**config.mk**
```make
export PLATFORM = sky130hd
export DESIGN_NAME = rep_counter
export DESIGN_NICKNAME = d
export VERILOG_FILES = /design/src/rep_counter.sv
export SDC_FILE = /design/constraint.sdc
export NUM_CORES = 1
export LEC_CHECK = 0
export ABC_AREA = 1
export BUFFER_PORTS_ARGS = -buffer_cell sky130_fd_sc_hd__clkbuf_2
export CAP_MARGIN = 30
export CORE_ASPECT_RATIO = 2
export CORE_UTILIZATION = 40
export CTS_CLUSTER_SIZE = 12
export DETAILED_ROUTE_END_ITERATION = 8
export PLACE_DENSITY = 0.75
export RECOVER_POWER = 50
export SYNTH_ARGS = -nofsm -noshare
export SYNTH_HDL_FRONTEND = slang
export SYNTH_SLANG_ARGS = --single-unit
```
**constraint.sdc**
```tcl
create_clock -name clk -period 1.3 [get_ports clk]
set_input_delay 0.065 -clock clk [delete_from_list [all_inputs] [get_ports clk]]
set_output_delay 0.065 -clock clk [all_outputs]
set_load 0.01 [all_outputs]
```
**src/rep_counter.sv**
```systemverilog
`timescale 1ns/1ns

module rep_counter (
    input  logic        clk,
    input  logic        reset,
    input  logic        load,
    input  logic        step,
    input  logic [31:0] count_in,
    output logic [31:0] moved,
    output logic        empty
);

    logic [31:0] remaining;

    always_ff @(posedge clk) begin
        if (reset) begin
            remaining <= '0;
            moved     <= '0;
        end else if (load) begin
            remaining <= count_in;
            moved     <= '0;
        end else if (step) begin
            // one element issued, it is written in the next cycle
            remaining <= remaining - 32'd1;
            moved     <= moved + 32'd1;
        end
    end

    // nothing left to issue
    assign empty = (remaining == 32'd0);

endmodule

```
# == After elaboration in Yosys (flattened, before gate mapping) ==
# Cells that the tools add are included.
# totals
ff_bits,64
# classes
addsub,2
reduce_logical,3
n_mux,2
# op_table
operator,n
32-bit two-way mux,2
32-bit by 1-bit adder with 32-bit output (second input constant),1
32-bit zero test,1
32-bit by 1-bit subtractor with 32-bit output (second input constant),1
2-bit nonzero test,1
2-bit OR reduction,1

# == Depth between registers and ports, before layout ==
# logic_depth
depth_word,3
depth_mapped,10

# == Worst setup path before layout ==
# Ideal clock, no wire load.
# synth_path
path_type,register -> register
from,register moved[1]
to,register moved[16]
t_required_ns,1.187
setup_time_ns,0.113
arrival_time_ns,1.351
path_slack_ns,-0.164
path_stages_with_launch,11
cell_sequence,dfxtp_1 -> ha_1 -> nand2_1 -> inv_1 -> nand2_1 -> nor2_2 -> nand3_2 -> inv_2 -> nand2_1 -> o21ai_1 -> nor2_1
# synth_between
elab_chain_cells,1
# synth_rtl
item,line,source
from (decl),9,"output logic [31:0] moved,"
from (signal assigned),25,moved <= moved + 32'd1;
32-bit by 1-bit adder with 32-bit output,25,
# No other way between the ends.
# A chain may end at the register's enable or synchronous reset.

# == Worst setup path after layout ==
# Same ends and word-level chain as after synthesis.

==> impl_metrics.ini <==
[status]
status = finished with violations
violations = setup timing

[timing]
worst_pin_slew_ns = 0.610
hold_viol_final = 0
fin_skew_ns = 0.00499
maxSlewHeadroom = 0.593
rsz0062_at_grt = yes
slew_viol_final = 0
finalSetupViolCount = 57
setup_slack_ns = -0.394
fmax_mhz = 590
fin_crit_ns = 1.69
timing.final.crit_share = 1.30
setup_tns_ns = -10.36

[route]
drc_errors = 0
route.vias.total = 5228
via_per_inst = 5.41
wire_per_inst_um = 16.7
firstDrtPassIters = 5
ant_nets = 0
drt_iter0_drc = 285
routed_wl_um = 16100

[power]
power_density_nw_per_um2 = 886
power_w = 0.00591
p_leak_nw = 3.09
vdd_ir_drop_max_mv = 0.849

[die]
die_w_um = 72.4
core_area_um2 = 9700
die-area_um2 = 10300
rows = 51
initial_core_util = 0.408
die_y_um = 143
ios = 69

[clock_tree]
htree_levels = 3
clock_path_buffers = 2
cts.sinks = 64
path_clk_slew_ns = 0.06
cts_buffers = 9
clkLatencyLatePin_ns = 0.33
cts_tree = built
cts_root_buffer = clkbuf_16

[placement]
hpwlAfterDp_um = 10500
gp_congestion = 1.01
io_buffers = 68
dp.cells = 914

[setup_path]
cp_slowest_stage_delay_ns = 0.46
r2r_cells = 10
end_kind = register
cp.arrival_ns = 1.92
reg2reg_slack_ns = -0.39
cp-start-kind = register
rr_startpoint = moved[1]$_SDFFE_PP0P_
setup.worst_path.class = register to register
worstPathCellList = ha_4 -> nand2_2 -> inv_2 -> nand2_4 -> nor2_4 -> nand3_4 -> inv_2 -> nand2_2 -> o21ai_2 -> nor2_1
timing.rr.end = moved[16]$_SDFFE_PP0P_
crit_required_ns = 1.53
slowest_stage = dfxtp_1
worstPathMaxFanout = 5

[finish]
diodes = 0
multi_input_area_um2 = 3000
final_cells = 966
syn2layout_area_growth_pct = 68.4
nFillCells = 751
nets = 867
seq_area_um2 = 1320
layout-drive-gt1-share = 0.458

[global_routing]
antenna_found_initial = 0
grt_pass1_vias = 5109
grt_max_degree = 32
grt_pass1_wl_um = 23100
grt.total_usage = 0.293
overflow = 0

[synthesis]
synth_area_per_cell_um2 = 6.47
seq_area_frac_synth = 0.323
synth-seq-cells = 64
yosysUniqueCellTypes = 39
syn_area_um2 = 3960
netlist_instances = 612
syn-num-nets = 650
ys_warn_count = 0

[flow_run]
maxCapViolCount = 0

[min_path]
holdPathStages = 3
hp-class = primary input to register
hold_path_startpoint = count_in[10]
holdPathEnd = remaining[10]$_SDFFE_PP0P_
layout make-up:
cell class / instances / area share
Sequential cell: 64 / 0.197
Timing Repair Buffer: 221 / 0.243
Multi-Input combinational cell: 466 / 0.450
Clock inverter: 5 / 0.00581
Clock buffer: 11 / 0.0396
Inverter: 67 / 0.0396
Tap cell: 132 / 0.0248
cells in the mapped netlist, drive strengths merged:
cell type	n	area (um2)
a22oi	21	158
xor2	10	87.6
o21ai	17	85.1
clkbuf	8	40.0
xnor2	4	35.0
nor2	126	572
a211oi	1	7.51
nand3b	3	35.0
clkinv	1	3.75
inv	66	248
nand4	13	87.6
dfxtp	64	1280
nor4	2	12.5
and3	1	6.26
a21boi	1	7.51
a21o	1	7.51
a21oi	36	180
buf	7	37.5
a31oi	8	50.1
nand2	156	611
nor3	14	96.4
ha	2	25.0
nand3	43	235
o21bai	6	45.0
nor3b	1	7.51
metrics by stage:
stage               setup slack (ns)  hold WS (ns)  cell area, um2   util
finish                        -0.394        0.0204            6670  0.688
global route                  -0.438        0.0405            6670  0.688
CTS                           -0.320        0.0131            6270  0.646
detailed placement            -0.263         0.338            5340  0.550
global placement              -0.262         0.327            5340  0.550
floorplan                    -0.0366         0.215            4020      -
worst max-delay path, delay by kind of cell (launching register included):
kind                       cells  cell delay [ns]
DFF                            1             0.46
adders and majority gates      1             0.19
buffers and inverters          2             0.21
and+or+nand+nor                6             0.59
AOI/OAI and AO/OA              1             0.14
flip-flops by register name (all words and copies together) (netlist names):
register,cells
remaining,32
moved,32
how the worst max path moves through the flow:
stage,start,end,cells after the start
2_1_floorplan,moved[1]$_SDFFE_PP0P_,moved[16]$_SDFFE_PP0P_,10
3_3_place_gp,remaining[1]$_SDFFE_PP0P_,empty,7
3_5_place_dp,remaining[1]$_SDFFE_PP0P_,remaining[14]$_SDFFE_PP0P_,9
4_1_cts,remaining[13]$_SDFFE_PP0P_,empty,6
5_1_grt,moved[1]$_SDFFE_PP0P_,moved[16]$_SDFFE_PP0P_,10
6_report,moved[1]$_SDFFE_PP0P_,moved[16]$_SDFFE_PP0P_,10
layout by cell type (no fill, tap or decap), types with 6 or more instances in the layout:
| master | n |
|---|---|
| inv_1 | 47 |
| dfxtp_1 | 49 |
| nand3_4 | 8 |
| o21bai_1 | 6 |
| clkbuf_2 | 59 |
| nand2_1 | 130 |
| nand3_2 | 11 |
| xor2_1 | 9 |
| buf_6 | 21 |
| nor2_4 | 29 |
| nor2_2 | 17 |
| nor3_4 | 9 |
| a22oi_1 | 21 |
| clkbuf_16 | 10 |
| nand2_4 | 12 |
| nor2_1 | 79 |
| buf_4 | 123 |
| dfxtp_2 | 8 |
| o21ai_1 | 8 |
| inv_2 | 14 |
| a21oi_1 | 32 |
| nand3_1 | 24 |
| a31oi_1 | 8 |
| clkbuf_1 | 8 |
| nand2_2 | 12 |
| nand4_1 | 12 |
| dfxtp_4 | 7 |
power breakdown:
part / leakage, nW / switching, W / total, W / internal (W)
registers: 0.531 / 0.0000877 / 0.00211 / 0.00202
logic: 2.42 / 0.000788 / 0.00142 / 0.000628
clock network: 0.135 / 0.000929 / 0.00239 / 0.00146
total: 3.09 / 0.00180 / 0.00591 / 0.00411
kinds of logic (layout without fill, tap and decap cells):
family          Yosys count  after routing  share of synthesized area
compound gates           91             91                      0.136
flops                    64             64                      0.323
simple gates            359            359                      0.420
xor+xnor                 14             14                     0.0310
buf+inv                  82            304                     0.0831
fa+ha+maj                 2              2                    0.00632
repair_timing:
action                     CTS  global route
setup endpoints to repair   49            55
resized for setup          112           101
hold endpoints to repair     5             0
hold buffers                 5             0
buffers inserted            23            15
pin swaps                   46            49
layer usage:
layer	part of all wire	vias to the layer above	GRT usage
li1	-	2434	-
met5	0	-	0
met4	0.074	0	0.211
met3	0.055	86	0.0543
met1	0.32	2442	0.258
met2	0.55	266	0.568
Note: power is estimated with default switching activity, not from simulation.
