**src/mem_stage_pkg.sv**
```systemverilog
package mem_stage_pkg;

    // width of one string element
    localparam int data_width = 32;

    // one string-move request, captured on acceptance
    typedef struct packed {
        logic [31:0] src_addr;
        logic [31:0] dst_addr;
        logic [31:0] count;
        // 0 steps up, 1 steps down
        logic        dir;
        logic        is_rep;
        // segment size, first illegal address
        logic [31:0] limit;
    } mem_req_t;

    // result, valid only in the done cycle
    typedef struct packed {
        // elements written
        logic [31:0] moved;
        logic        fault;
        // failing address, zero when no fault
        logic [31:0] fault_addr;
        // addresses after the last move
        logic [31:0] src_end;
        logic [31:0] dst_end;
    } mem_resp_t;

    typedef enum logic [1:0] {
        idle,
        run,
        drain,
        finish
    } rep_state_t;

endpackage

```
**src/rep_control.sv**
```systemverilog
`timescale 1ns/1ns

module rep_control import mem_stage_pkg::*; (
    input  logic clk,
    input  logic reset,
    input  logic valid_in,
    input  logic empty,
    input  logic in_range,
    output logic load,
    output logic step,
    output logic rd_en,
    output logic wr_en,
    output logic finish,
    output logic stall
);

    rep_state_t state;
    rep_state_t state_next;
    logic       issue;

    // one element per cycle while work is left and both addresses pass the limit
    assign issue = (state == run) && !empty && in_range;

    // stall is low only in idle, so valid_in alone accepts there
    assign load  = (state == idle) && valid_in;
    assign step  = issue;
    assign rd_en = issue;

    always_comb begin
        state_next = state;
        case (state)
            idle: begin
                if (valid_in) begin
                    state_next = run;
                end
            end
            run: begin
                // count exhausted or protection fault
                if (!issue) begin
                    state_next = drain;
                end
            end
            drain: begin
                // last write has landed, counter and addresses are frozen
                state_next = mem_stage_pkg::finish;
            end
            default: begin
                state_next = idle;
            end
        endcase
    end

    always_ff @(posedge clk) begin
        if (reset) begin
            state <= idle;
            wr_en <= 1'b0;
        end else begin
            state <= state_next;
            // write follows its read by one cycle
            wr_en <= rd_en;
        end
    end

    assign stall  = (state != idle);
    // result cycle, stall drops at the same edge as this
    assign finish = (state == mem_stage_pkg::finish);

endmodule

```
**config.mk**
```make
export PLATFORM = sky130hd
export DESIGN_NAME = rep_control
export DESIGN_NICKNAME = d
export VERILOG_FILES = /design/src/mem_stage_pkg.sv /design/src/rep_control.sv
export SDC_FILE = /design/constraint.sdc
export NUM_CORES = 1
export LEC_CHECK = 0
export ABC_AREA = 1
export BUFFER_PORTS_ARGS = -buffer_cell sky130_fd_sc_hd__buf_4
export CAP_MARGIN = 20
export CORE_AREA = 2 2 39 41
export CTS_CLUSTER_SIZE = 24
export DETAILED_ROUTE_END_ITERATION = 10
export DIE_AREA = 0 0 41 43
export MAX_ROUTING_LAYER = met4
export SLEW_MARGIN = 10
export SYNTH_ARGS = -nofsm -noshare
export SYNTH_HDL_FRONTEND = slang
export SYNTH_SLANG_ARGS = --single-unit
export TNS_END_PERCENT = 10
```
**constraint.sdc**
```tcl
create_clock -name clk -period 2.74 [get_ports clk]
set_clock_uncertainty 0.2 [all_clocks]
set_input_delay 0.548 -clock clk [delete_from_list [all_inputs] [get_ports clk]]
set_output_delay 0.548 -clock clk [all_outputs]
set_load 0.02 [all_outputs]
```
Yosys cells after proc, flatten, opt, wreduce, memory -nomap -nowiden
Cells that the tools add are included.
{"block": "classes", "n_mux": 3, "n_reduce_logical": 7, "eq_ne": 5}
{"cell": "one-hot mux 2 bit (3 select lines)", "n": 1}
{"cell": "== test 2 bit, second input constant", "n": 2}
{"cell": "2-to-1 mux 2 bit", "n": 2}
{"cell": "inequality test 2 bit, second input constant", "n": 2}
{"cell": "logical AND 1 bit", "n": 3}
{"cell": "== test 2 x 1 -> 1 bit, second input constant", "n": 1}
{"cell": "zero test 2 bit", "n": 1}
{"cell": "AND reduction 2 bit", "n": 1}
{"cell": "nonzero test 2 bit", "n": 1}
{"cell": "zero test 1 bit", "n": 1}
{"block": "totals", "input_bits": 5, "elab_cells": 17, "out_inout_bits": 6, "register_bits": 3}

Longest topological paths before layout
{"block": "logic_depth", "depth_word": 5, "mapped_depth": 6, "mapped_depth_nobuf": 6}

Worst setup path after synthesis
No wires, ideal clock.
{"block": "synth_path", "kind": "input-to-output", "startpoint": "input empty", "endpoint": "output step", "t_required_ps": 1992, "path_slack_ps": 934, "n_path_buf": 1, "path_stages": 4, "arrival_ps": 1058, "cell_sequence": "inv_1 -> nand3_4 -> inv_1 -> buf_4"}
{"block": "synth_between", "elab_chain_cells": 3}
{"element": "start, declared", "line_no": "rep_control.sv:7", "text": "input logic empty,"}
{"element": "zero test 1 bit", "line_no": "rep_control.sv:22", "text": "assign issue = (state == run) && !empty && in_range;"}
{"element": "logical AND 1 bit (2 in series)", "line_no": "rep_control.sv:22"}
{"element": "end, declared", "line_no": "rep_control.sv:10", "text": "output logic step,"}
No other way between the ends.

Worst setup path after layout
{"block": "layout_path", "startpoint": "register state[1]", "endpoint": "output step"}
{"block": "layout_between", "elab_chain_cells": 3}
{"element": "start, declared", "line_no": "rep_control.sv:17", "text": "rep_state_t state;"}
{"element": "start signal, assigned", "line_no": "rep_control.sv:55", "text": "state <= idle;"}
{"element": "start signal, assigned", "line_no": "rep_control.sv:58", "text": "state <= state_next;"}
{"element": "== test 2 x 1 -> 1 bit", "line_no": "rep_control.sv:22"}
{"element": "logical AND 1 bit (2 in series)", "line_no": "rep_control.sv:22"}
No other way between the ends.

==> impl_results.md <==
* Endpoint required time on the critical path at about 2.0 ns
* Average size of a mapped cell at 7.591 µm²
* Die span in x at between 40 and 50 µm
* Overall Global Routing Usage at roughly 6.2%
* Clock period minus worst slack at 1.973 ns
* Slew at the pin with the worst max-slew slack at 0.1422 ns
* Number of antenna violations at the first check in global routing at 0
* Worst ir drop on vdd at 0.0002602 V
* Maximum number of pins on one net before global-route repair at 7
* Overall power consumption at 347.3 µW
* Grt total ovfl at 0
* Leakage dissipation at 0.0002043 µW
* Number of setup violations in the final report at 0
* Instance area at placement at roughly 320 µm²
* PD cells at 1017 nW/µm²
* Endpoint with the worst hold slack: wr_en
* Final core utilization at 24.68%
* Antenna diodes at 0
* Most frequent CP cell: sky130_fd_sc_hd__inv_1
* Effective utilization at floorplan at between 10% and 20%
* Slack of the worst reg-to-reg path at 1.46 ns
* Total vias in the final route at 203
* Source of the worst register-to-register timing path: state[0]
* Fmax at approximately 510 MHz
* Area used by sequential logic in the layout at around 60 µm²
* Netlist cell types at 10
* Crit-path slowest cell: sky130_fd_sc_hd__dfxtp_1
* Port Buffer Count at 10
* Hold Path Cell Cnt at 2
* Number of max-cap violations at 0
* Launch instance of the worst min-delay path: reset
* Die boundary height at 43 µm
* Post-synthesis instance area at 227.7 µm²
* Critical Path End Type: output pin
* Register area share after synthesis at 26.37%
* Crit Path Class: flip-flop to output pin
* Count of nets after finishing at 53
* Number of buffers created by CTS at 3
* Detailed route wirelength on metal3 at ~56 µm
* Classification of the worst-slack hold path: primary input to flip-flop
* Synthesized net count at 39
* Worst setup margin at 0.7674 ns
* Post-route DRC at 0
* Crit-path max cell delay at 0.37 ns
* Critical path arrival at roughly 1.2 ns
* Setup crit start: state[1]
* Met2 wirelength from detailed routing at 167 µm
* Non-Filler Cell Area, Final at roughly 340 µm²
* Wire length of the first global-routing pass at around 660 µm
* Yosys warning count at 0
* Worst slack after detailed placement at around 0.93 ns
* Post-route ant nets at 0
* Final-report max-slew violation count at 0
* Hold-fix buffers at CTS at 0
* Max-slew headroom at just over 90%
* Fillers at 152
* HPWL after detailed placement at 316.7 µm
* Avg Vias per Cell at between 3 and 4
* Total Die Area at ~1800 µm²
* Top layer used by detailed routing: met3
* Vias in the first global route at around 180
* Clock tree root driver cell: sky130_fd_sc_hd__clkbuf_4
* DRC marker count from the first detailed-route iteration at 3
* Multi-input gate area in the final layout at 126.4 µm²
* Clock network latency to the later pin of the worst-skew pair at 0.23 ns
* Boundary Pins at 11
* Cell breakdown of the critical path: inv_1, ha_1, nand3_4, inv_1, buf_4
* Endpoint of the worst-slack reg-to-reg timing path: state[0]
* Number of buffers inserted by post-CTS setup repair at 0
* CTS tree: built
* Weighted congestion at the end of routability-driven global placement at about 0.65
* Instance count of the mapped netlist at 30
* Final Hold Violating Endpoints at 0
* Signed area change from the synthesized netlist to the final layout at 50.00%
* RSZ-0062 raised after global routing: false
* Maximum number of buffers from clock root to sink at 2
* Outcome: completed
* Startpoint kind of the worst setup timing path: flip-flop
* TritonCTS Sinks at 3
* # H-tree levels at 1
* Post-detailed-route wirelength per cell at around 6.7 µm
* Iteration count of the initial detailed-routing pass at 4
* Cell count of the worst reg-to-reg path at 6
* Standard-cell row count at 14
* Share of final-layout standard cells stronger than drive strength 1 at roughly 40%
* Count of instances resized after the clock tree is built at 0
* Total Neg Setup Slack at 0 ns
* Maximum fanout along the worst path at 6
* Clock-pin slew on the worst setup and hold paths at approximately 0.04 ns
* Detailed-route wire length on metal 1 at between 150 and 200 µm
* Final wirelength at 397 µm
* Post-synthesis register bit count at 3
* Post-route clock period utilization at 71.99%
* Std-Cell Core Area at around 1400 µm²
-- stage by stage --
step | cells | hold slack [ns]
6_report | 59 | 0.2813
5_1_grt | 59 | 0.2755
2_1_floorplan | 30 | 0.2915
3_3_place_gp | 55 | 0.3409
4_1_cts | 59 | 0.2735
3_5_place_dp | 55 | 0.3436
-- sequential cells by signal, indices dropped and copies added (netlist names) --
signal  count
state       2
wr_en       1
-- worst max-delay path by stage --
| stage | end | slack, ns | depth (start not counted) |
|---|---|---|---|
| 3_5_place_dp | step | 0.93 | 5 |
| 3_3_place_gp | rd_en | 0.94 | 5 |
| 4_1_cts | step | 0.75 | 5 |
| 6_report | step | 0.77 | 5 |
| 2_1_floorplan | step | 0.93 | 4 |
| 5_1_grt | rd_en | 0.67 | 5 |
-- kinds of logic after synthesis --
| family | synth area share (%) |
|---|---|
| simple gates | 29.12 |
| compound gates | 4.396 |
| buf+inv | 18.13 |
| fa+ha+maj | 21.98 |
| flops | 26.37 |
-- where the power goes --
group | leakage (µW) | internal (µW) | switching [µW]
Combinational | 0.000165 | 84.8 | 111
Sequential | 0.0000247 | 59.4 | 15.3
Clock | 0.0000150 | 54.5 | 22.0
-- routing by layer --
layer | track usage, % | vias up
met4 | 6.000 | 0
met2 | 7.187 | 9
met5 | - | -
li1 | - | 111
met3 | 4.712 | 0
met1 | 6.090 | 83
-- worst max-delay path: cells and delay by family (launching register included) --
family | cells | cell delay [ns]
simple gates | 1 | 0.12
flops | 1 | 0.37
buf+inv | 3 | 0.29
fa+ha+maj | 1 | 0.21
-- synthesized netlist by cell type --
library cell | n | area share (%)
sky130_fd_sc_hd__inv_1 | 9 | 15
sky130_fd_sc_hd__nand2_2 | 2 | 5.5
sky130_fd_sc_hd__nand3_2 | 1 | 4.4
sky130_fd_sc_hd__dfxtp_1 | 3 | 26
sky130_fd_sc_hd__a21oi_1 | 2 | 4.4
sky130_fd_sc_hd__ha_1 | 4 | 22
sky130_fd_sc_hd__buf_4 | 1 | 3.3
sky130_fd_sc_hd__nand3_4 | 1 | 7.7
sky130_fd_sc_hd__nor2_1 | 4 | 6.6
sky130_fd_sc_hd__nand2_1 | 3 | 4.9
-- final cells by class --
class | count | area share, %
clock buffer | 4 | 7.692
timing repair buffer | 10 | 21.98
tap | 16 | 5.861
sequential | 3 | 17.58
inverter | 9 | 9.890
multi-input combinational | 17 | 37.00
-- cells in the final DEF, fill, tap and decap left out --
cell                       count
sky130_fd_sc_hd__a21oi_1       2
sky130_fd_sc_hd__buf_4        10
sky130_fd_sc_hd__clkbuf_1      1
sky130_fd_sc_hd__clkbuf_4      3
sky130_fd_sc_hd__dfxtp_1       3
sky130_fd_sc_hd__ha_1          4
sky130_fd_sc_hd__inv_1         9
sky130_fd_sc_hd__nand2_1       3
sky130_fd_sc_hd__nand2_2       2
sky130_fd_sc_hd__nand3_2       1
sky130_fd_sc_hd__nand3_4       1
sky130_fd_sc_hd__nor2_1        4
Note: power is estimated with default switching activity, not from simulation.
