<file path="src/mem_stage_pkg.sv">
package mem_stage_pkg;

    // width of one string element
    localparam int data_width = 32;

    // one string-move request, captured on acceptance
    typedef struct packed {
        logic [31:0] src_addr;
        logic [31:0] dst_addr;
        logic [31:0] count;
        // 0 steps up, 1 steps down
        logic        dir;
        logic        is_rep;
        // segment size, first illegal address
        logic [31:0] limit;
    } mem_req_t;

    // result, valid only in the done cycle
    typedef struct packed {
        // elements written
        logic [31:0] moved;
        logic        fault;
        // failing address, zero when no fault
        logic [31:0] fault_addr;
        // addresses after the last move
        logic [31:0] src_end;
        logic [31:0] dst_end;
    } mem_resp_t;

    typedef enum logic [1:0] {
        idle,
        run,
        drain,
        finish
    } rep_state_t;

endpackage

</file>
<file path="src/addr_stepper.sv">
`timescale 1ns/1ns

module addr_stepper import mem_stage_pkg::*; #(
    parameter int addr_width = 8
) (
    input  logic        clk,
    input  logic        reset,
    input  logic        load,
    input  logic        step,
    input  mem_req_t    req,
    output logic [31:0] src_addr,
    output logic [31:0] dst_addr,
    output logic        in_range,
    output logic [31:0] fault_addr
);

    // one past the last RAM element, 33 bits so a full 32-bit space still fits
    localparam logic [32:0] depth = 33'd1 << addr_width;

    logic        dir_q;
    logic [31:0] limit_q;
    logic [31:0] incdec;
    logic [32:0] eff_limit;
    logic        src_ok;
    logic        dst_ok;

    // +1 or -1 per element
    assign incdec = dir_q ? 32'hffff_ffff : 32'h0000_0001;

    always_ff @(posedge clk) begin
        if (reset) begin
            src_addr <= '0;
            dst_addr <= '0;
            dir_q    <= 1'b0;
            limit_q  <= '0;
        end else if (load) begin
            src_addr <= req.src_addr;
            dst_addr <= req.dst_addr;
            dir_q    <= req.dir;
            limit_q  <= req.limit;
        end else if (step) begin
            src_addr <= src_addr + incdec;
            dst_addr <= dst_addr + incdec;
        end
    end

    // a segment never reaches past the physical RAM
    assign eff_limit = ({1'b0, limit_q} > depth) ? depth : {1'b0, limit_q};

    // stepping below zero wraps to a huge address, which fails here too
    assign src_ok   = ({1'b0, src_addr} < eff_limit);
    assign dst_ok   = ({1'b0, dst_addr} < eff_limit);
    assign in_range = src_ok && dst_ok;

    // source side is reported first
    assign fault_addr = src_ok ? dst_addr : src_addr;

endmodule

</file>
<file path="config.mk">
export PLATFORM = sky130hd
export DESIGN_NAME = addr_stepper
export DESIGN_NICKNAME = d
export VERILOG_FILES = /design/src/mem_stage_pkg.sv /design/src/addr_stepper.sv
export SDC_FILE = /design/constraint.sdc
export NUM_CORES = 1
export LEC_CHECK = 0
export ABC_CLOCK_PERIOD_IN_PS = 11390
export BUFFER_PORTS_ARGS = -buffer_cell sky130_fd_sc_hd__buf_4
export CAP_MARGIN = 10
export CORE_ASPECT_RATIO = 0.6
export CORE_MARGIN = 8
export CORE_UTILIZATION = 42
export CTS_CLUSTER_DIAMETER = 200
export CTS_CLUSTER_SIZE = 40
export DETAILED_ROUTE_END_ITERATION = 16
export GPL_TIMING_DRIVEN = 0
export PLACE_DENSITY_LB_ADDON = 0.1
export SKIP_CTS_REPAIR_TIMING = 1
export SYNTH_ARGS = -nofsm -noshare
export SYNTH_HDL_FRONTEND = slang
export SYNTH_SLANG_ARGS = --single-unit
</file>
<file path="constraint.sdc">
create_clock -name clk -period 11.39 [get_ports clk]
set_clock_uncertainty 0.1 [all_clocks]
set_input_delay 0.5695 -clock clk [delete_from_list [all_inputs] [get_ports clk]]
set_output_delay 0.5695 -clock clk [all_outputs]
set_load 0.01 [all_outputs]
</file>
Word-level counts from Yosys, hierarchy flattened. Cells that the tools add are included.

Bits in registers: 97. Bits of input ports: 134. Output and inout bits: 97.

Order comparisons: 3. $add $sub $neg: 2. Muxes and demuxes: 7. Reduce and logical (&&, ||, !) cells: 2.

Operators by type and width (number): $mux 32 (7); $add 32x32->32 (2); $lt 32x32->1 (2); $gt 32x9->1 const B (1); $reduce_bool 2->1 (1); $logic_and 1x1->1 (1).

Logic depth before layout (Yosys ltp). Gate-level depths: netlist (run 1).

Depth after elaboration: 4. Depth in mapped cells: 14. Depth with buffers taken out: 13.

Least setup slack after synthesis (run 1). No wires, ideal clock.

Kind: register to register. Start: reg dir_q. End: reg src_addr[26]. Library setup time: 0.103 ns. Slack: 7.393 ns. Stages on the path, launching flop included: 11. Required time: 11.187 ns. Period minus slack after synthesis: 3.997 ns. Arrival time: 3.793 ns. Cell sequence: dfxtp_1 > inv_1 > fa_1 > nor2b_1 > o31a_1 > o31a_1 > o21ai_1 > o311ai_2 > a31oi_1 > xor2_1 > a2111oi_2.

Word-level cells in the longest chain between the ends: 4.

RTL lines: start, declared (line addr_stepper.sv:20) `logic dir_q;`; start signal, assigned (line addr_stepper.sv:39) `dir_q <= req.dir;`; $mux 32 (line addr_stepper.sv:28) `assign incdec = dir_q ? 32'hffff_ffff : 32'h0000_0001;`; $add 32x32->32 (line addr_stepper.sv:42) `src_addr <= src_addr + incdec;`; $mux 32 (line addr_stepper.sv:41) `end else if (step) begin`; $mux 32 (line addr_stepper.sv:36) `end else if (load) begin`; end signal, assigned (line addr_stepper.sv:37) `src_addr <= req.src_addr;`; end signal, assigned (line addr_stepper.sv:42); end, declared (line addr_stepper.sv:11) `output logic [31:0] src_addr,`.

Every way passes these cells. The select of a mux whose other input is x is not followed. A chain may end at the register's enable or synchronous reset.

Worst setup path in the final report (run 1).
Start: reg limit_q[9]. End: out fault_addr[30].

Word-level cells in the longest chain between the ends: 4.

RTL lines: start, declared (line addr_stepper.sv:21) `logic [31:0] limit_q;`; start signal, assigned (line addr_stepper.sv:40) `limit_q <= req.limit;`; $gt 32x9->1 (line addr_stepper.sv:48) `assign eff_limit = ({1'b0, limit_q} > depth) ? depth : {1'b0, limit_q};`; $mux 32 * (line addr_stepper.sv:48); $lt 32x32->1 * (line addr_stepper.sv:51) `assign src_ok = ({1'b0, src_addr} < eff_limit);`; $mux 32 * (line addr_stepper.sv:56) `assign fault_addr = src_ok ? dst_addr : src_addr;`; end, declared (line addr_stepper.sv:14) `output logic [31:0] fault_addr`.

Mark *: on every way between the ends. The rest lies on a longest branch, timed or not.

==> results of run 1 <==
[placed cells by master, fill, tap and decap left out, types with 8 or more instances in the layout]
cell type and n:
nand3_1 22, clkbuf_1 46, a221oi_1 9, nor2_1 107, conb_1 46, ha_1 122
o21a_1 15, nor3_1 31, buf_1 11, nand4_1 21, nand2_1 72, nand2b_1 8
buf_4 195, nor2b_1 15, clkbuf_16 9, mux2i_1 41, o22ai_1 9, o211ai_1 20
dfxtp_1 96, o21ai_0 65, or3_1 13, xor2_1 15, a21o_1 36, a211oi_1 27
and3_1 21, nor4_1 8, xnor2_1 27, a31oi_1 9, mux2_2 29, a21oi_1 115
inv_1 30
[path summary, 6_finish.rpt]
kind | start | endpoint | slack [ns]
worst max-delay path | limit_q[9]$_SDFFE_PP0P_ | fault_addr[30] | 5.41
worst min-delay path | req[101] | src_addr[3]$_SDFFE_PP0P_ | 0.33
worst max register to register | dir_q$_SDFFE_PP0P_ | src_addr[24]$_SDFFE_PP0P_ | 7.38
worst min register to register | limit_q[30]$_SDFFE_PP0P_ | limit_q[30]$_SDFFE_PP0P_ | 0.39
[routing by layer]
| metal | track usage (%) | vias to the layer above | wire, um |
|---|---|---|---|
| li1 | - | 4714 | - |
| met1 | 41.4 | 4659 | 18200 |
| met5 | 0 | - | 0 |
| met2 | 38.8 | 505 | 15300 |
| met3 | 5.62 | 55 | 3720 |
| met4 | 8.19 | 0 | 884 |
[cell type report]
type,instances,area [um2]
tap,279,349
clock inverter,3,23.8
multi-input combinational,989,6960
timing repair buffer,195,1460
buffer,61,254
fill,2067,9760
sequential,97,1950
clock buffer,13,270
inverter,30,113
[power breakdown]
group	total, mW	switching [mW]	internal (mW)
clock	0.315	0.148	0.167
combinational	0.433	0.239	0.194
sequential	0.418	0.0539	0.364
total	1.17	0.440	0.725
[kinds of logic (layout without fill, tap and decap cells)]
group	after synthesis	count (layout)	share of synthesized area, %
AO/OA/AOI/OAI	368	368	27.0
XOR/XNOR	42	42	4.04
adder cells (fa/ha/maj)	124	124	17.2
buffers and inverters	91	302	4.03
flip-flops	97	97	21.3
multiplexers	74	74	8.59
other	1	46	0.0412
AND/OR/NAND/NOR	335	335	17.7
[through the flow]
stage	setup slack (ns)	hold slack [ns]
floorplan	7.39	0.361
global placement	5.65	0.379
detailed placement	5.88	0.380
CTS	5.48	0.325
global route	5.15	0.337
finish	5.41	0.332
[registers in the layout (all words and copies together), names as in the netlist]
signal,cells
dir_q,1
dst_addr,32
src_addr,32
limit_q,32
[critical path, delay by kind of cell, from the launching register on]
family | cells | cell delay (ns)
AO/OA/AOI/OAI | 6 | 2.08
AND/OR/NAND/NOR | 4 | 1.43
buffers and inverters | 2 | 0.40
multiplexers | 1 | 0.36
adder cells (fa/ha/maj) | 1 | 0.33
flip-flops | 1 | 0.31
==> impl_metrics.env, run 1 <==
export IMPL_status="finished clean"
export IMPL_dp_cells=1651
export IMPL_ys_flop_type="dfxtp_1"
export IMPL_grt_ovfl_total=0
export IMPL_nNetsFinal=1641
export IMPL_critPathMaxStageDelay_ns=0.71
export IMPL_rsz0062_at_grt="no"
export IMPL_cts_max_level=3
export IMPL_ir_drop_v=0.0000797
export IMPL_numClockSinks=97
export IMPL_gp_congestion=0.968
export IMPL_max_freq_ghz=0.167
export IMPL_dpl_instance_area_um2=11100
export IMPL_clkTransAtPathRegs_ns=0.07
export IMPL_tightestPinTransition_ns=1.12
export IMPL_synth_edf_count=0
export IMPL_ioPinCount=231
export IMPL_ys_warn_count=0
export IMPL_tns_ns=0
export IMPL_maxCapViolations=0
export IMPL_synth_area_per_cell_um2=8.04
export IMPL_finalCriticalPeriod_ns=5.98
export IMPL_cp_slowest_cell="nor4_1"
export IMPL_synth_top_area_cell="dfxtp_1"
export IMPL_path_cells="nor4_1 > nand4_1 > a211oi_2 > nand2_1 > ha_1 > and3_1 > a221oi_1 > o21ai_0 > a21oi_1 > o31ai_1 > a41oi_4 > buf_6 > mux2_2 > buf_4"
export IMPL_fin_crit_sh_pct=52.5
export IMPL_area_growth_pct=25.1
export IMPL_wire_per_inst_um=22.8
export IMPL_p_leak_nw=5.37
export IMPL_finalPower_mw=1.17
export IMPL_final_area_um2=11400
export IMPL_cts_buffer_depth=2
export IMPL_setup_violations=0
export IMPL_vias=9933
export IMPL_die_height_um=130
export IMPL_min_path_type="input pin to flip-flop"
export IMPL_postSynthRegisterBits=97
export IMPL_synth_top_area_share_pct=21.3
export IMPL_synth_cell_types=71
export IMPL_reg2regPathDepth=10
export IMPL_synth_cells=1132
export IMPL_fin_util_pct=53.8
export IMPL_worstSetupPathType="flip-flop to output port"
export IMPL_die_area_um2=26800
export IMPL_final_cells=1667
export IMPL_viasPerCell=5.96
export IMPL_core_area_um2=21100
export IMPL_drv_slew=0
export IMPL_drt_iter0_markers=1192
export IMPL_synth_most_common_cell="ha_1"
export IMPL_rows=41
export IMPL_antenna_found_initial=0
export IMPL_grt_pass1_wl_mm=56.4
export IMPL_ant_nets=0
export IMPL_die_w_um=206
export IMPL_cts_tree="done"
export IMPL_cp_arrival_ns=5.31
export IMPL_syn_cell_area_um2=9100
export IMPL_drc=0
export IMPL_grt_pass1_vias=9119
export IMPL_ys_async_sr_fraction_pct=0
export IMPL_worst_setup_path_end_kind="output port"
export IMPL_synth_common_cells="122 x ha_1, 115 x a21oi_1, 107 x nor2_1"
export IMPL_cts_buffers=9
export IMPL_antenna_diode_count=0
export IMPL_relSlewSlack_pct=25.0
export IMPL_powerDensity_nw_per_um2=102
export IMPL_grt_max_degree=66
export IMPL_crit_fanout=10
export IMPL_initial_core_util_pct=43.0
export IMPL_numPortBuffers=195
export IMPL_finalHoldViolCount=0
export IMPL_synth_area_leaders="dfxtp_1 21%, ha_1 17%, a21oi_1 6.3%, mux2i_1 4.5%, nor2_1 4.4%"
export IMPL_root_buffer="clkbuf_16"
export IMPL_grt_usage_pct=27.7
export IMPL_required_ns=10.72
export IMPL_dr_pass1_iters=6
export IMPL_clkLatencyLatePin_ns=0.37
export IMPL_synth_seq_area_share_pct=21.3
export IMPL_drive_gt1_share_pct=18.8
export IMPL_hold_depth=2
export IMPL_crit_path_start_kind="flip-flop"
export IMPL_dpl_hpwl_mm=30.0
export IMPL_drt_wl_total_mm=38.1
Power figures use the tool's default switching activity.
==> inputs of run 2 (changes only) <==
- ABC_CLOCK_PERIOD_IN_PS: 11390 -> 5400
- clock period: 11.39 -> 5.4 ns (I/O delays scaled with it)
==> impl_metrics.env, run 2 (synthesis results as in run 1) <==
export IMPL_required_ns=5.03
export IMPL_p_leak_nw=5.38
export IMPL_grt_max_degree=66
export IMPL_antenna_diode_count=0
export IMPL_grt_usage_pct=27.7
export IMPL_path_cells="nor4_2 > nand4_1 > a211oi_4 > nand2_1 > ha_1 > and3_1 > a221oi_1 > o21ai_0 > a21oi_1 > o31ai_1 > a41oi_4 > buf_6 > mux2_2 > buf_4"
export IMPL_final_common_cell="buf_4"
export IMPL_maxCapViolations=0
export IMPL_finalCriticalPeriod_ns=5.21
export IMPL_layout_common_cells="196 x buf_4, 122 x ha_1, 115 x a21oi_1, 107 x nor2_1, 96 x dfxtp_1"
export IMPL_drv_slew=0
export IMPL_initial_core_util_pct=43.0
export IMPL_dr_pass1_iters=7
export IMPL_clkLatencyLatePin_ns=0.37
export IMPL_root_buffer="clkbuf_16"
export IMPL_drt_iter0_markers=1164
export IMPL_fin_crit_sh_pct=96.5
export IMPL_nNetsFinal=1642
export IMPL_die_w_um=206
export IMPL_wire_per_inst_um=22.9
export IMPL_antenna_found_initial=0
export IMPL_cts_buffer_depth=2
export IMPL_rsz0062_at_grt="no"
export IMPL_sw_frac_of_total_pct=37.8
export IMPL_min_path_type="input pin to flip-flop"
export IMPL_drt_wl_total_mm=38.1
export IMPL_numPortBuffers=195
export IMPL_core_area_um2=21100
export IMPL_area_growth_pct=25.5
export IMPL_cp_slowest_cell="nor4_2"
export IMPL_viasPerCell=5.91
export IMPL_ant_nets=0
export IMPL_rows=41
export IMPL_seqCellArea_um2=1950
export IMPL_grt_pass1_vias=9119
export IMPL_crit_path_start_kind="flip-flop"
export IMPL_n_fill_cell=2070
export IMPL_die_area_um2=26800
export IMPL_pwr_share_comb_pct=37.2
export IMPL_worstSetupPathType="flip-flop to output port"
export IMPL_drive_gt1_share_pct=19.0
export IMPL_place_ws_ns=0.189
export IMPL_finalHoldViolCount=0
export IMPL_die_height_um=130
export IMPL_numClockSinks=97
export IMPL_multi_input_area_um2=6990
export IMPL_ioPinCount=231
export IMPL_grt_ovfl_total=0
export IMPL_grt_pass1_wl_mm=56.4
export IMPL_cpLargestDelayFamily="compound AO/OA/AOI/OAI gates"
export IMPL_clock_power_share_pct=26.9
export IMPL_crit_fanout=10
export IMPL_setup_violations=0
export IMPL_cts_tree="done"
export IMPL_max_freq_ghz=0.192
export IMPL_worst_setup_path_end_kind="output port"
export IMPL_ir_drop_v=0.000166
export IMPL_p_seq_share_pct=35.9
export IMPL_cp_arrival_ns=4.84
export IMPL_gp_congestion=0.968
export IMPL_fin_hold_ws_ns=0.0359
export IMPL_finalPower_mw=2.46
export IMPL_critPathBufInv=2
export IMPL_relSlewSlack_pct=29.4
export IMPL_status="finished clean"
export IMPL_dpl_hpwl_mm=30.0
export IMPL_intPower_mw=1.53
export IMPL_drc=0
export IMPL_cts_buffers=9
export IMPL_powerDensity_nw_per_um2=216
export IMPL_vias=9859
export IMPL_clkTransAtPathRegs_ns=0.06
export IMPL_tns_ns=0
export IMPL_tightestPinTransition_ns=1.06
export IMPL_critPathMaxStageDelay_ns=0.51
export IMPL_layout_setup_ws_ns=0.190
export IMPL_p_sw_uw=931
export IMPL_top_regs="dst_addr: 32 flops, limit_q: 32 flops, src_addr: 32 flops"
export IMPL_cts_max_level=3
-- run 2: cell count changes in the layout (fill, tap and decap cells not counted) --
cell / change
nor4_4: +1
nor4_1: -2
a211oi_4: +1
nor4_2: +1
buf_4: +1
a211oi_2: -1
-- run 2: area by class of cell --
cell class | count | share of cell area (%)
Buffer | 61 | 2.23
Tap cell | 279 | 3.06
Clock inverter | 3 | 0.208
Sequential cell | 97 | 17.0
Multi-Input combinational cell | 989 | 61.2
Inverter | 30 | 0.987
Timing Repair Buffer | 196 | 12.9
Clock buffer | 13 | 2.37
-- run 2: routing by layer --
metal	global-route usage, %	share of wire [%]	vias to the layer above
li1	-	-	4715
met2	38.8	40	483
met4	8.19	2.3	0
met3	5.62	10	55
met1	41.4	47	4606
met5	0	0	-
-- run 2: power groups by stage --
| stage | clock network, mW | registers, mW | logic (mW) |
|---|---|---|---|
| floorplan | 0 | 0.856 | 0.545 |
| global placement | 0 | 0.894 | 0.888 |
| detailed placement | 0 | 0.893 | 0.893 |
| CTS | 0.665 | 0.877 | 0.899 |
| global route | 0.697 | 0.889 | 1.00 |
| finish | 0.663 | 0.884 | 0.916 |
-- run 2: final timing paths --
| check | startpoint | end | slack [ns] | cells past startpoint |
|---|---|---|---|---|
| min reg2reg | limit_q[16]$_SDFFE_PP0P_ | limit_q[16]$_SDFFE_PP0P_ | 0.40 | 2 |
| max | limit_q[25]$_SDFFE_PP0P_ | fault_addr[30] | 0.19 | 14 |
| min | req[72] | dst_addr[6]$_SDFFE_PP0P_ | 0.04 | 2 |
| max reg2reg | dir_q$_SDFFE_PP0P_ | src_addr[24]$_SDFFE_PP0P_ | 1.40 | 10 |
-- run 2: worst reg2reg max path, stage by stage, from the launching register on --
cell	delay, ns
dfxtp_4	0.92
inv_1	0.36
fa_1	0.47
nor2b_1	0.26
o31a_1	0.21
o31a_1	0.25
o21ai_1	0.17
o31ai_1	0.56
a41oi_1	0.22
xor2_1	0.24
o22ai_1	0.12
-- run 2: stage by stage --
step	util, %	instances	area (um2)
finish	54.0	1668	11400
global route	54.0	1668	11400
CTS	53.8	1667	11400
detailed placement	52.4	1651	11100
global placement	52.4	1651	11100
floorplan	-	1177	9270
==> inputs of run 3 (changes only) <==
- RECOVER_POWER: unset -> 50
==> impl_metrics.env, run 3 (synthesis results as in run 1) <==
export IMPL_tns_ns=0
export IMPL_dr_pass1_iters=6
export IMPL_drv_slew=0
export IMPL_cts_buffers=9
export IMPL_finalPower_mw=2.43
export IMPL_required_ns=5.03
export IMPL_gp_congestion=0.968
export IMPL_final_common_cell="buf_4"
export IMPL_fin_util_pct=52.9
export IMPL_ant_nets=0
export IMPL_tightestPinTransition_ns=1.11
export IMPL_initial_core_util_pct=43.0
export IMPL_rows=41
export IMPL_cts_buffer_depth=2
export IMPL_cts_max_level=3
export IMPL_grt_pass1_wl_mm=56.4
export IMPL_wire_per_inst_um=22.8
export IMPL_n_fill_cell=2120
export IMPL_clkTransAtPathRegs_ns=0.07
export IMPL_drt_wl_total_mm=38.1
export IMPL_drt_iter0_markers=1246
export IMPL_cp_arrival_ns=4.87
export IMPL_layout_common_cells="132 x buf_4, 122 x ha_1, 115 x a21oi_1, 114 x clkbuf_1, 107 x nor2_1"
export IMPL_worstSetupPathType="flip-flop to output port"
export IMPL_die_height_um=130
export IMPL_path_cells="nor4_2 > nand4_1 > a211oi_4 > nand2_1 > ha_1 > and3_1 > a221oi_1 > o21ai_0 > a21oi_1 > o31ai_1 > a41oi_4 > buf_6 > mux2_2 > buf_4"
export IMPL_core_area_um2=21100
export IMPL_cp_slowest_cell="nor4_2"
export IMPL_crit_fanout=10
export IMPL_drc=0
export IMPL_powerDensity_nw_per_um2=218
export IMPL_fin_hold_ws_ns=0.0358
export IMPL_viasPerCell=5.94
export IMPL_drive_gt1_share_pct=14.4
export IMPL_p_leak_nw=5.13
export IMPL_nNetsFinal=1642
export IMPL_critPathMaxStageDelay_ns=0.52
export IMPL_grt_usage_pct=27.7
export IMPL_root_buffer="clkbuf_16"
export IMPL_rsz0062_at_grt="no"
export IMPL_top_regs="dst_addr: 32 flops, limit_q: 32 flops, src_addr: 32 flops"
export IMPL_ioPinCount=231
export IMPL_clkLatencyLatePin_ns=0.36
export IMPL_crit_path_start_kind="flip-flop"
export IMPL_dpl_hpwl_mm=30.0
export IMPL_worst_setup_path_end_kind="output port"
export IMPL_grt_pass1_vias=9119
export IMPL_finalCriticalPeriod_ns=5.24
export IMPL_maxCapViolations=0
export IMPL_setup_violations=0
export IMPL_cts_tree="done"
export IMPL_min_path_type="input pin to flip-flop"
export IMPL_fin_crit_sh_pct=97.1
export IMPL_ir_drop_v=0.000167
export IMPL_grt_ovfl_total=0
export IMPL_die_w_um=206
export IMPL_numPortBuffers=195
export IMPL_antenna_diode_count=0
export IMPL_antenna_found_initial=0
export IMPL_finalHoldViolCount=0
export IMPL_status="finished clean"
export IMPL_grt_max_degree=66
export IMPL_die_area_um2=26800
export IMPL_max_freq_ghz=0.191
export IMPL_area_growth_pct=22.8
export IMPL_vias=9910
export IMPL_relSlewSlack_pct=25.7
export IMPL_numClockSinks=97
[run 3: cell count changes in the layout (fill, tap and decap cells not counted), sizes merged]
cell,delta
buf,-68
clkbuf,+68
[run 3: critical path, delay by kind of cell (launching register included)]
family                     cells  cell delay (ns)
adders and majority gates      1             0.32
AOI/OAI and AO/OA              6             1.87
muxes                          1             0.36
buffers and inverters          2             0.40
and+or+nand+nor                4             1.23
DFF                            1             0.33
[run 3: final cells by class]
type                            count  area, um2  area share [%]
Sequential cell                    97       1950            17.4
Buffer                             61        254            2.27
Inverter                           30        113            1.01
Clock buffer                       13        270            2.42
Timing Repair Buffer              196       1230            11.0
Tap cell                          279        349            3.12
Clock inverter                      3       23.8           0.213
Multi-Input combinational cell    989       6990            62.5
[run 3: final timing paths]
check / end / slack (ns) / cells past startpoint / startpoint
setup / recovery: fault_addr[30] / 0.16 / 14 / limit_q[25]$_SDFFE_PP0P_
hold / removal: src_addr[3]$_SDFFE_PP0P_ / 0.04 / 2 / req[101]
setup reg to reg: src_addr[24]$_SDFFE_PP0P_ / 1.44 / 10 / dir_q$_SDFFE_PP0P_
hold reg to reg: limit_q[18]$_SDFFE_PP0P_ / 0.40 / 2 / limit_q[18]$_SDFFE_PP0P_
[run 3: per-layer routing]
| layer | wire [um] | GRT usage, % | vias to the layer above |
|---|---|---|---|
| li1 | - | - | 4716 |
| met1 | 17900 | 41.4 | 4655 |
| met2 | 15400 | 38.8 | 486 |
| met3 | 3910 | 5.62 | 53 |
| met4 | 864 | 8.19 | 0 |
| met5 | 0 | 0 | - |
[run 3: where the power goes]
part           switching (mW)  leakage, nW  internal (mW)
clock                   0.312        0.138          0.352
combinational           0.505         4.18          0.381
sequential              0.114        0.805          0.769
[run 3: stage by stage]
step / cell area, um2 / cells / setup WS (ns)
finish: 11200 / 1668 / 0.156
global route: 11200 / 1668 / 0.0411
CTS: 11400 / 1667 / -0.207
detailed placement: 11100 / 1651 / 0.189
global placement: 11100 / 1651 / -0.337
floorplan: 9270 / 1177 / 1.40
